`config.mk`:
```
export PLATFORM = sky130hd
export DESIGN_NAME = mem_arbiter_fsm
export DESIGN_NICKNAME = d
export VERILOG_FILES = /design/src/hdl/mem_sys_pkg.sv /design/src/hdl/mem_arbiter_fsm.sv
export SDC_FILE = /design/constraint.sdc
export NUM_CORES = 1
export LEC_CHECK = 0
export BUFFER_PORTS_ARGS = -buffer_cell sky130_fd_sc_hd__buf_2
export CAP_MARGIN = 10
export CORE_AREA = 2 2 62 64
export CTS_CLUSTER_SIZE = 30
export DETAILED_ROUTE_END_ITERATION = 10
export DIE_AREA = 0 0 64 66
export GPL_TIMING_DRIVEN = 0
export PLACE_DENSITY = 0.82
export RECOVER_POWER = 50
export SYNTH_ARGS = -nofsm -noshare
export SYNTH_HDL_FRONTEND = slang
export SYNTH_SLANG_ARGS = --single-unit
export TNS_END_PERCENT = 1
```
`constraint.sdc`:
```
create_clock -name clk -period 1.6 [get_ports clk]
set_input_delay 0.16 -clock clk [delete_from_list [all_inputs] [get_ports clk]]
set_output_delay 0.16 -clock clk [all_outputs]
set_load 0.01 [all_outputs]
```
`src/hdl/mem_sys_pkg.sv`:
```
`default_nettype none

package mem_sys_pkg;

	// ------------------------------
	// Geometry
	// ------------------------------
	localparam int ADDR_W         = 16; // Byte address
	localparam int DATA_W         = 16;
	localparam int MEM_WORDS      = 256;
	localparam int MEM_LATENCY    = 4;  // Start to valid, in cycles
	localparam int LINES          = 8;
	localparam int WORDS_PER_LINE = 4;

	localparam int MEM_AW   = $clog2(MEM_WORDS);      // Word index into main memory
	localparam int OFFSET_W = $clog2(WORDS_PER_LINE); // 2
	localparam int INDEX_W  = $clog2(LINES);          // 3
	localparam int TAG_W    = ADDR_W - 1 - OFFSET_W - INDEX_W; // 10, bit 0 is the byte bit
	localparam int OFF_LSB  = 1;
	localparam int IDX_LSB  = OFF_LSB + OFFSET_W;
	localparam int TAG_LSB  = IDX_LSB + INDEX_W;
	localparam int TIMER_W  = $clog2(MEM_LATENCY + 1);

	// ------------------------------
	// Encodings
	// ------------------------------
	typedef enum logic {OP_READ, OP_WRITE} mem_op_e;

	typedef enum logic [1:0] {ARB_IDLE, ARB_GRANT_I, ARB_GRANT_D} arb_state_e;

	typedef enum logic [1:0] {C_IDLE, C_FILL, C_WRITE, C_RESP} cache_state_e;

	// Pipeline side of a cache
	typedef struct packed {
		logic              valid; // One-cycle strobe
		mem_op_e           op;
		logic [ADDR_W-1:0] addr;
		logic [DATA_W-1:0] wdata;
	} pipe_req_t;

	typedef struct packed {
		logic              valid;
		logic [DATA_W-1:0] rdata;
	} pipe_rsp_t;

	// Memory side, shared through the arbiter
	typedef struct packed {
		logic              en; // One-cycle start
		logic              wr;
		logic [ADDR_W-1:0] addr;
		logic [DATA_W-1:0] wdata;
	} mem_req_t;

	typedef struct packed {
		logic              valid;
		logic [DATA_W-1:0] rdata;
	} mem_rsp_t;

endpackage

`default_nettype wire

```
`src/hdl/mem_arbiter_fsm.sv`:
```
`timescale 1ns/100ps
`default_nettype none

module mem_arbiter_fsm (
	input  logic                  clk,
	input  logic                  rst_n,
	input  logic                  i_want,
	input  logic                  i_last,
	input  logic                  d_want,
	input  logic                  d_last,
	input  mem_sys_pkg::mem_req_t i_mreq,
	input  mem_sys_pkg::mem_req_t d_mreq,
	input  mem_sys_pkg::mem_rsp_t mem_rsp,
	output mem_sys_pkg::mem_req_t mreq,
	output mem_sys_pkg::mem_rsp_t i_mrsp,
	output mem_sys_pkg::mem_rsp_t d_mrsp,
	output logic                  grant_i,
	output logic                  grant_d
);
	import mem_sys_pkg::*;

	arb_state_e state_q;

	// ------------------------------
	// Owner selection
	// ------------------------------
	always_ff @(posedge clk or negedge rst_n) begin
		if (!rst_n) begin
			state_q <= ARB_IDLE;
		end else begin
			case (state_q)
				ARB_IDLE: begin
					if (i_want) state_q <= ARB_GRANT_I; // I side wins a tie
					else if (d_want) state_q <= ARB_GRANT_D;
				end
				ARB_GRANT_I: if (i_last) state_q <= ARB_IDLE;
				ARB_GRANT_D: if (d_last) state_q <= ARB_IDLE;
				default:     state_q <= ARB_IDLE;
			endcase
		end
	end

	assign grant_i = (state_q == ARB_GRANT_I);
	assign grant_d = (state_q == ARB_GRANT_D);

	// Request mux, idle drives nothing
	always_comb begin
		if (grant_i) mreq = i_mreq;
		else if (grant_d) mreq = d_mreq;
		else mreq = '0;
	end

	// Steer the answer to the owner only
	always_comb begin
		i_mrsp       = mem_rsp;
		d_mrsp       = mem_rsp;
		i_mrsp.valid = mem_rsp.valid & grant_i;
		d_mrsp.valid = mem_rsp.valid & grant_d;
	end

	a_one_owner: assert property (@(posedge clk) disable iff (!rst_n)
		!(grant_i && grant_d));

	// Grant must outlive the access it started
	a_rsp_owned: assert property (@(posedge clk) disable iff (!rst_n)
		mem_rsp.valid |-> (grant_i || grant_d));

endmodule

`default_nettype wire

```
# Word level (Yosys, flattened, before mapping)
# Index checks and enable logic that the tools add are counted.
dict set report classes {
  n_eq_ne 5
  n_mux 7
  n_bitwise 2
  reduce_logical 2
}
# op count
set ops {}
lappend ops {{34-bit two-way mux} 2}
lappend ops {{2-bit two-way mux} 4}
lappend ops {{2-bit case mux with 3 select lines} 1}
lappend ops {{2-bit inequality test, second input constant} 2}
lappend ops {{3-bit inequality test, second input constant} 1}
lappend ops {{3-bit AND reduction} 1}
lappend ops {{1-bit AND} 2}
lappend ops {{2-bit by 1-bit == test with 1-bit output, second input constant} 1}
lappend ops {{2-bit == test, second input constant} 1}
lappend ops {{2-bit zero test} 1}
dict set report word_totals {
  register_bits 2
  inputBits 91
  wordCells 17
}

# Logic depth before layout (Yosys ltp)
dict set report logic_depth {
  ltp_word 3
  ltp_mapped 4
  ltp_nobuf 2
}

# Least setup slack after synthesis
# No wires, ideal clock.
dict set report synth_path {
  kind {reg2out}
  start {register state_q[0]}
  end {output port mreq[23] in the netlist's numbering}
  arrival_time_ns 1.046
  path_slack_ns 0.394
  stages_incl_launch_ff 5
  n_path_buf 2
  cell_sequence {dfrtp_1 nor2b_4 buf_6 buf_6 a22o_1}
}
# item line_no
set synth_rtl {}
lappend synth_rtl {{from (decl)} mem_arbiter_fsm.sv:22} ;# arb_state_e state_q;
lappend synth_rtl {{from (signal assigned)} mem_arbiter_fsm.sv:29} ;# state_q <= ARB_IDLE;
lappend synth_rtl {{from (signal assigned)} mem_arbiter_fsm.sv:33} ;# if (i_want) state_q <= ARB_GRANT_I;
lappend synth_rtl {{from (signal assigned)} mem_arbiter_fsm.sv:34} ;# else if (d_want) state_q <= ARB_GRANT_D;
lappend synth_rtl {{to (decl)} mem_arbiter_fsm.sv:14} ;# output mem_sys_pkg::mem_req_t mreq,

==> results.json <==
{
  "status": "complete, no violations",
  "max_clock_freq_mhz": 633,
  "maxCapViolCount": 0,
  "grt_antenna_before_repair": 0,
  "via_count": 1221,
  "diodes": 0,
  "cts-root-buf": "clkbuf_4",
  "htreeDepth": 1,
  "synth_edf_count": 0,
  "maxSlewViolCount": 0,
  "synthCells": 85,
  "coreArea_sq_mm": 0.00355,
  "setup.worst_path.class": "reg2out",
  "timing.rr.start": "state_q[1]",
  "crit_path_end": "mreq[12]",
  "finalSetupViolCount": 0,
  "drt_first_pass_iters": 4,
  "synthToLayoutAreaGrowth_pct": 114,
  "die_w_microns": 64,
  "synth_fp_nets": 176,
  "die_area_sq_mm": 0.00422,
  "io_pins": 161,
  "die_h_microns": 66,
  "hpwl_microns": 2530,
  "worstSkewPairLatency_ps": 230,
  "hold_viol": 0,
  "synth_top_area_share": 0.386,
  "whs_path_depth": 2,
  "final_cells": 289,
  "worstMarginPinSlew_ps": 265,
  "first_global_vias": 1013,
  "power_density_mw_per_mm2": 968,
  "place_congestion": 0.677,
  "min_path_type": "in2reg",
  "r2r_setup_slack_ps": 440,
  "row_count": 22,
  "yosysUniqueCellTypes": 13,
  "synth_seq_area_share": 0.0649,
  "avgSynthCellArea_sq_um": 9.07,
  "synth_seq_cells": 2,
  "yosys_warnings": 0,
  "slew_headroom": 0.821,
  "fin_worst_skew_ps": 2.42,
  "ys_top_cells_by_area": "a22o_1 (39%), buf_4 (31%), buf_12 (7.8%), buf_6 (7.3%), dfrtp_1 (6.5%)",
  "critPathRequiredTime_ps": 1440,
  "yosys.area.top_type": "a22o_1",
  "regMostFlops": "state_q",
  "grt_pass1_wl_microns": 4220,
  "startpoint": "state_q[0]",
  "clock_path_buffers": 2,
  "power.total_mw": 1.60,
  "crit_path_end_kind": "output pin",
  "finalCriticalPeriod_ps": 1580,
  "drcViolationCount": 0,
  "largest_reg_flops": 2,
  "tritoncts": "yes",
  "critical_path_arrival_ps": 1420,
  "rsz0062_at_grt": "yes",
  "netlist_top_cells_count": "a22o_1 (34), buf_4 (32), buf_6 (5)",
  "wirelength_microns": 3150,
  "ant_nets": 0,
  "fin_crit_sh": 0.987,
  "regToRegEndpoint": "state_q[1]",
  "grt_max_degree": 11,
  "nNetsFinal": 334,
  "start_util": 0.217,
  "port_buffers": 144,
  "drt_iter0_markers": 36,
  "yosysMostFrequentCell": "a22o_1",
  "synthesis.area_sq_um": 771,
  "peakVddDrop_mv": 0.533,
  "r2r_cells": 4,
  "drive_gt1_frac": 0.689,
  "ys.flop_type": "dfrtp_1",
  "cp_max_fo": 10,
  "wl_per_cell_microns": 10.9,
  "clkSlewWorstSetupHoldPaths_ps": 30,
  "start_kind": "flop",
  "grt-ovfl-total": 0,
  "p_leak_nw": 0.971,
  "reg_top3": "state_q: 2 flops",
  "cts.sinks": 2,
  "via_per_inst": 4.22,
  "place_inst": 277,
  "grt_usage": 0.121,
  "async_flop_share": 1.00,
  "numCtsBuffers": 3
}
## repair_timing
action,4_1_cts,5_1_grt
hold buffers,1,0
cloned,0,1
pin swaps,0,1
hold endpoints to repair,2,0
setup endpoints to repair,6,29
resized for setup,0,1
buffers inserted,2,6
## cell usage in the layout (no fill, tap or decap)
cell / synthesis / routed
clkbuf_4: 0 / 3
nor4b_1: 1 / 1
buf_12: 3 / 5
inv_1: 1 / 1
nor2_1: 1 / 1
and2_1: 2 / 2
dlygate4sd3_1: 0 / 1
buf_4: 32 / 38
buf_2: 0 / 113
clkbuf_16: 0 / 1
clkbuf_1: 0 / 31
nor2b_4: 1 / 2
a21o_1: 1 / 1
a211oi_1: 1 / 1
dfrtp_1: 2 / 2
a22o_1: 34 / 34
buf_6: 5 / 4
## stage by stage
| stage | setup slack, ps | utilization | TNS (ps) | area (sq um) | hold slack (ps) |
|---|---|---|---|---|---|
| after global routing | -32.0 | 0.464 | -294 | 1650 | 137 |
| after detailed placement | 235 | 0.437 | 0 | 1550 | -54.1 |
| after global placement | 246 | 0.437 | 0 | 1550 | -56.0 |
| final | 21.2 | 0.464 | 0 | 1650 | 128 |
| after CTS | 8.95 | 0.450 | 0 | 1600 | 106 |
| after floorplan | 394 | - | 0 | 771 | -136 |
## routing by layer
metal,up-vias,wire length [microns],global-route usage,share of wire
met2,87,1620,0.232,0.51
met4,0,20,0.0408,0.0064
li1,602,-,-,-
met1,530,1070,0.134,0.34
met3,2,435,0.0221,0.14
met5,-,0,0,0
## layout make-up
cell class / instances / area [sq um]
clock buffers: 3 / 22.5
well taps: 48 / 60.1
inverters: 1 / 3.75
repair buffers: 154 / 802
multi-input cells: 42 / 365
plain buffers: 39 / 345
fillers: 381 / 1900
flip-flops and latches: 2 / 50.0
## worst max-delay path, cell delays in order, from the launching register on
cell,delay (ps)
dfrtp_1,380
buf_4,150
nor2b_4,130
buf_12,150
buf_12,120
a22o_1,130
buf_2,130
## worst min path at each step
stage	from	endpoint	slack [ps]
after floorplan	rst_n	state_q[0]	-140
after global placement	rst_n	state_q[1]	-60
after detailed placement	rst_n	state_q[0]	-50
after CTS	i_last	state_q[0]	110
after global routing	i_last	state_q[0]	140
final	i_last	state_q[0]	130
## kinds of logic (layout without fill, tap and decap cells)
kind of cell | after synthesis | count (layout) | synth area share
and+or+nand+nor | 6 | 6 | 0.0617
AOI/OAI and AO/OA | 36 | 36 | 0.406
buffers and inverters | 41 | 197 | 0.468
DFF | 2 | 2 | 0.0649
## report_power, final
group	internal (mW)	switching, mW	leakage, nW
Sequential	0.0664	0.0151	0.0251
Combinational	0.784	0.611	0.932
Clock	0.0833	0.0357	0.0138
Note: power is estimated with default switching activity, not from simulation.
