<file path="config.mk">
export PLATFORM = sky130hd
export DESIGN_NAME = main_mem
export DESIGN_NICKNAME = d
export VERILOG_FILES = /design/src/hdl/mem_sys_pkg.sv /design/src/hdl/mem_timer.sv /design/src/hdl/main_mem.sv
export SDC_FILE = /design/constraint.sdc
export NUM_CORES = 2
export LEC_CHECK = 0
export BUFFER_PORTS_ARGS = -buffer_cell sky130_fd_sc_hd__buf_2
export CORE_ASPECT_RATIO = 1.25
export CORE_MARGIN = 1.5
export CORE_UTILIZATION = 63
export CTS_CLUSTER_SIZE = 8
export DETAILED_ROUTE_END_ITERATION = 6
export HOLD_SLACK_MARGIN = 0.03
export PLACE_DENSITY_LB_ADDON = 0.05
export SKIP_CTS_REPAIR_TIMING = 1
export SLEW_MARGIN = 20
export SYNTH_ARGS = -nofsm -noshare
export SYNTH_HDL_FRONTEND = slang
export SYNTH_SLANG_ARGS = --single-unit
</file>
<file path="constraint.sdc">
create_clock -name clk -period 5.75 [get_ports clk]
set_input_delay 0.2875 -clock clk [delete_from_list [all_inputs] [get_ports clk]]
set_output_delay 0.2875 -clock clk [all_outputs]
set_load 0.01 [all_outputs]
</file>
<file path="src/hdl/mem_sys_pkg.sv">
`default_nettype none

package mem_sys_pkg;

	// ------------------------------
	// Geometry
	// ------------------------------
	localparam int ADDR_W         = 16; // Byte address
	localparam int DATA_W         = 16;
	localparam int MEM_WORDS      = 256;
	localparam int MEM_LATENCY    = 4;  // Start to valid, in cycles
	localparam int LINES          = 8;
	localparam int WORDS_PER_LINE = 4;

	localparam int MEM_AW   = $clog2(MEM_WORDS);      // Word index into main memory
	localparam int OFFSET_W = $clog2(WORDS_PER_LINE); // 2
	localparam int INDEX_W  = $clog2(LINES);          // 3
	localparam int TAG_W    = ADDR_W - 1 - OFFSET_W - INDEX_W; // 10, bit 0 is the byte bit
	localparam int OFF_LSB  = 1;
	localparam int IDX_LSB  = OFF_LSB + OFFSET_W;
	localparam int TAG_LSB  = IDX_LSB + INDEX_W;
	localparam int TIMER_W  = $clog2(MEM_LATENCY + 1);

	// ------------------------------
	// Encodings
	// ------------------------------
	typedef enum logic {OP_READ, OP_WRITE} mem_op_e;

	typedef enum logic [1:0] {ARB_IDLE, ARB_GRANT_I, ARB_GRANT_D} arb_state_e;

	typedef enum logic [1:0] {C_IDLE, C_FILL, C_WRITE, C_RESP} cache_state_e;

	// Pipeline side of a cache
	typedef struct packed {
		logic              valid; // One-cycle strobe
		mem_op_e           op;
		logic [ADDR_W-1:0] addr;
		logic [DATA_W-1:0] wdata;
	} pipe_req_t;

	typedef struct packed {
		logic              valid;
		logic [DATA_W-1:0] rdata;
	} pipe_rsp_t;

	// Memory side, shared through the arbiter
	typedef struct packed {
		logic              en; // One-cycle start
		logic              wr;
		logic [ADDR_W-1:0] addr;
		logic [DATA_W-1:0] wdata;
	} mem_req_t;

	typedef struct packed {
		logic              valid;
		logic [DATA_W-1:0] rdata;
	} mem_rsp_t;

endpackage

`default_nettype wire

</file>
<file path="src/hdl/mem_timer.sv">
`timescale 1ns/100ps
`default_nettype none

module mem_timer (
	input  logic clk,
	input  logic rst_n,
	input  logic start,
	output logic done,
	output logic active
);
	import mem_sys_pkg::*;

	logic [TIMER_W-1:0] count_q; // Cycles left in the open access

	always_ff @(posedge clk or negedge rst_n) begin
		if (!rst_n) begin
			count_q <= '0;
		end else if (start) begin
			count_q <= TIMER_W'(MEM_LATENCY);
		end else if (count_q != '0) begin
			count_q <= count_q - 1'b1;
		end
	end

	assign active = (count_q != '0);
	assign done   = (count_q == TIMER_W'(1)); // Last counted cycle, reaches zero at the edge

	// Memory is not pipelined, owner must wait for done
	a_no_overlap: assert property (@(posedge clk) disable iff (!rst_n)
		start |-> !active);

endmodule

`default_nettype wire

</file>
<file path="src/hdl/main_mem.sv">
`timescale 1ns/100ps
`default_nettype none

module main_mem (
	input  logic                  clk,
	input  logic                  rst_n,
	input  mem_sys_pkg::mem_req_t req,
	output mem_sys_pkg::mem_rsp_t rsp
);
	import mem_sys_pkg::*;

	logic [DATA_W-1:0] mem [MEM_WORDS]; // Undefined after reset

	// Latched access
	logic [MEM_AW-1:0] addr_q;
	logic              wr_q;
	logic [DATA_W-1:0] wdata_q;

	logic done;

	// ------------------------------
	// Latency
	// ------------------------------
	mem_timer u_timer (
		.clk    (clk),
		.rst_n  (rst_n),
		.start  (req.en),
		.done   (done),
		.active ()
	);

	// ------------------------------
	// Array
	// ------------------------------
	always_ff @(posedge clk) begin
		if (req.en) begin
			addr_q  <= req.addr[MEM_AW:1]; // Word address, upper bits wrap
			wr_q    <= req.wr;
			wdata_q <= req.wdata;
		end
		// Write lands as the timer expires
		if (done && wr_q) begin
			mem[addr_q] <= wdata_q;
		end
	end

	// Read samples the array in the done cycle
	assign rsp.valid = done;
	assign rsp.rdata = mem[addr_q]; // Don't-care for writes

endmodule

`default_nettype wire

</file>
# Word-level counts from Yosys, hierarchy flattened
# Memory sizes are Yosys's and may differ from the RTL's. A register that Yosys moved wholly into a read port is not among the register bits.
# Index checks and enable logic that the tools add are counted.
# totals
out_inout_bits	17
input_bits	36
elab_cells	15
mem_bits_rw	4096
reg_bits	28
memories	1
# memory_table
memory	words	word_bits	read_ports	rd_ports_with_merged_regs	write_ports	line	text
mem	256	16	1	1	1	main_mem.sv:12	logic [DATA_W-1:0] mem [MEM_WORDS];
# op_classes
n_addsub	1
n_reduce_logical	3
mux	5
n_eq_ne	1
# ops
op	count
$mux 8	1
$mux 3	2
$eq 3x1->1 const B	1
$reduce_bool 3->1	1
$sub 3x1->3 const B	1
$mux 1	2
$reduce_bool 2->1	1
$logic_and 1x1->1	1

# Logic depth before layout (Yosys ltp)
# logic_depth
depth_word	4
depth_mapped	12
depth_no_buf	6

# Hierarchy
# Synthesis repeated with hierarchy kept, for this count alone.
# hier_totals
hier_cells	7495
area_unflattened_um2	160697.9
# by_module_without_submodules
module	n_inst	cells_each	area_per_inst_um2	seq_area_each_um2
main_mem	1	7477	160498.9	123908.8
mem_timer	1	18	198.9	75.1

# Least setup slack after synthesis
# No wires, ideal clock.
# synth_path
kind	flip-flop to flip-flop
startpoint	register wdata_q[0]
endpoint	memory mem[0][0] (data pin)
setup_time_ns	0.817
t_required_ns	4.933
stages_incl_launch_ff	1
synth_period_minus_slack_ns	4.046
slack_ns	1.704
t_arrival_ns	3.228
n_path_buf	0
cell_sequence	edfxtp_1
# synth_rtl
item	line	text
start, declared	main_mem.sv:17	logic [DATA_W-1:0] wdata_q;
start signal, assigned	main_mem.sv:39	wdata_q <= req.wdata;
end, declared	main_mem.sv:12	
# No word-level cell before the write port.

==> impl_metrics.ini <==
[drt]
wl_per_cell_um = 34.8
wirelength_um = 401000
detail-route-antenna-nets = 0
post-route-drc-count = 0
vias = 79286
via_per_inst = 6.90
drt_iter0_markers = 10394
drt_first_pass_iters = 6

[sta]
final_hold_viol_count = 0
min_period_ns = 5.46
setup_viol = 0
finalCritPeriodShare_pct = 95.0
slew_viol_final = 0
maxSlewHeadroom_pct = 13.1
tns_ns = 0
skew_ns = 0.0366
worstMarginPinSlew_ns = 1.30
fmax_mhz = 183
rsz0062_at_grt = false

[die]
die_w_um = 453
row_count = 206
dieArea_mm2 = 0.257
core_mm2 = 0.252
start_util_pct = 63.4
chipHeight_um = 566
ios = 53

[power_and_ir_drop]
total_power_mw = 69.0
p_leak_nw = 58.8
ir_worst_vdd_v = 0.000282
p_per_area_mw_per_mm2 = 379

[logic_synthesis]
synth_seq_cells = 4132
yosys_warnings = 0
avgSynthCellArea_um2 = 21.6
async_reset_ff_share_pct = 0.0726
yosysSeqAreaShare_pct = 77.6
yosys_most_used_dff = edfxtp_1
synthDistinctLibCells = 59
synthesis.area_mm2 = 0.160
synth_area_leaders = edfxtp_1 (77%), mux4_2 (11%), mux2i_1 (3.9%)
yosysTopAreaCell = edfxtp_1
syn_nets = 7441
synth-edff-count = 4121
synth_cells = 7402
synth_top_area_share_pct = 77.5

[global_route]
grt_pass1_vias = 80278
antenna_found_initial = 11
grt_max_degree = 213
grt.overflow.total = 0
grt_usage_pct = 31.5
grt_pass1_wl_um = 573000

[clocking]
cts.reportedPaths.clkPinSlew_ns = 0.05
clockBufferDepth = 4
cts_tree = yes
clock-sinks = 4132
clk_root_buffer_cell = clkbuf_16
clk_latency_ns = 0.93
cts-htree-levels = 6
cts_inserted_buffers = 590

[critical_path]
max_stage_delay_ns = 0.72
path_buf_inv = 4
regToRegSetupSlack_ns = 1.68
cp-endpoint = rsp[8]
path_cells = inv_6, nand2_1, buf_4, nor3_1, o32ai_1, buf_4, nor4_1, buf_2
r2r-start = addr_q[3]
path_max_fanout = 68
rr_worst_depth = 6
crit_type = register to primary output
endpoint_kind = primary output
path_delay_family = simple AND/OR/NAND/NOR gates
crit_top_cell = buf_4
reg2reg_to = mem[3][14]
cp.depth = 8
crit_path_top_delay_cell = nand2_1
cp.arrival_ns = 5.17
critPathRequiredTime_ns = 5.46
startpoint_type = register

[min_path]
holdPathStages = 2
hold_path_class = primary input to register

[final_layout]
final_cell_count_no_fill = 11499
final-seq-area_mm2 = 0.124
n_fill_cell = 14643
drive_gt1_share_pct = 25.1
fin_nets = 8129
syn_to_final_growth_pct = 13.8
multiInputGateArea_mm2 = 0.0331

[placed_design]
dp_hpwl_um = 230000
routabilityCongestion = 0.910
io_buffers = 44
placed_cells = 10797

[job]
cap_violations = 0

[status]
status = completed
layout make-up:
class / instances / area share [%]
clock inverter: 26 / 0.192
timing repair buffer: 547 / 2.64
antenna: 5 / 0.00688
sequential: 4132 / 68.2
inverter: 7 / 0.0213
multi-input combinational: 2812 / 18.2
tap: 3328 / 2.29
clock buffer: 642 / 8.48
synthesized netlist by cell type, types with 16 or more instances:
library cell	number
edfxtp_1	4121
mux4_2	801
mux2i_1	627
nor2_1	282
o221ai_1	258
clkbuf_1	200
o22ai_1	159
a21oi_1	138
nor3_1	101
nand2_1	83
buf_2	80
buf_6	54
o21ai_0	48
nand3_1	42
mux2_2	41
buf_1	38
buf_4	35
a22o_1	30
buf_8	26
nor4_1	24
nand4_1	23
buf_12	18
a22oi_1	16
through the flow:
step	util [%]	hold slack [ns]	area, µm²	worst slack, ns
6_report	72.1	0.0719	182000	0.288
5_1_grt	72.1	0.0545	182000	0.124
4_1_cts	72.0	-0.896	182000	0.0894
3_5_place_dp	65.7	0.0886	166000	1.06
3_3_place_gp	65.7	0.0823	166000	0.867
2_1_floorplan	-	-0.00809	160000	1.70
report_power, final:
| group | switching, mW | internal [mW] | total, mW |
|---|---|---|---|
| clock network | 11.7 | 18.7 | 30.3 |
| logic | 3.23 | 1.81 | 5.04 |
| registers | 0.104 | 33.5 | 33.6 |
| total | 15.0 | 54.0 | 69.0 |
routing by layer:
layer / global-route usage (%) / wire (µm) / vias up
li1: - / - / 32561
met4: 16.1 / 22000 / 8
met5: 0 / 52 / -
met3: 5.59 / 34300 / 762
met2: 49.0 / 195000 / 4149
met1: 43.5 / 150000 / 41806
sequential cells by signal, summed over array words and instances (netlist names), named ones only:
signal,count
mem,4096
wdata_q,16
wr_q,1
addr_q,8
u_timer.count_q,3
cell families after synthesis:
| logic type | synth area share, % |
|---|---|
| AO/OA/AOI/OAI | 3.33 |
| XOR/XNOR | 0.00548 |
| adder cells (fa/ha/maj) | 0.0235 |
| multiplexers | 15.5 |
| flip-flops | 77.6 |
| buffers and inverters | 1.84 |
| AND/OR/NAND/NOR | 1.68 |
worst min path at each step:
stage,from,slack [ns],end
3_5_place_dp,rst_n,0.09,u_timer.count_q[1]
3_3_place_gp,rst_n,0.08,u_timer.count_q[2]
2_1_floorplan,rst_n,-0.008,u_timer.count_q[0]
6_report,req[4],0.07,wdata_q[4]
4_1_cts,rst_n,-0.90,u_timer.count_q[1]
5_1_grt,req[9],0.05,wdata_q[9]
layout by cell type (no fill, tap or decap), types with 41 or more instances in the layout:
| master | Yosys | layout |
|---|---|---|
| o22ai_1 | 159 | 159 |
| clkbuf_16 | 0 | 613 |
| o221ai_1 | 258 | 258 |
| buf_4 | 35 | 418 |
| nor3_1 | 101 | 99 |
| a21oi_1 | 138 | 138 |
| o21ai_0 | 48 | 42 |
| nand2_1 | 83 | 81 |
| buf_2 | 80 | 44 |
| mux4_2 | 801 | 801 |
| buf_12 | 18 | 54 |
| mux2_2 | 41 | 41 |
| nor2_1 | 282 | 269 |
| mux2i_1 | 627 | 627 |
| edfxtp_1 | 4121 | 4121 |
No activity file was read; power rests on OpenSTA's default activity.
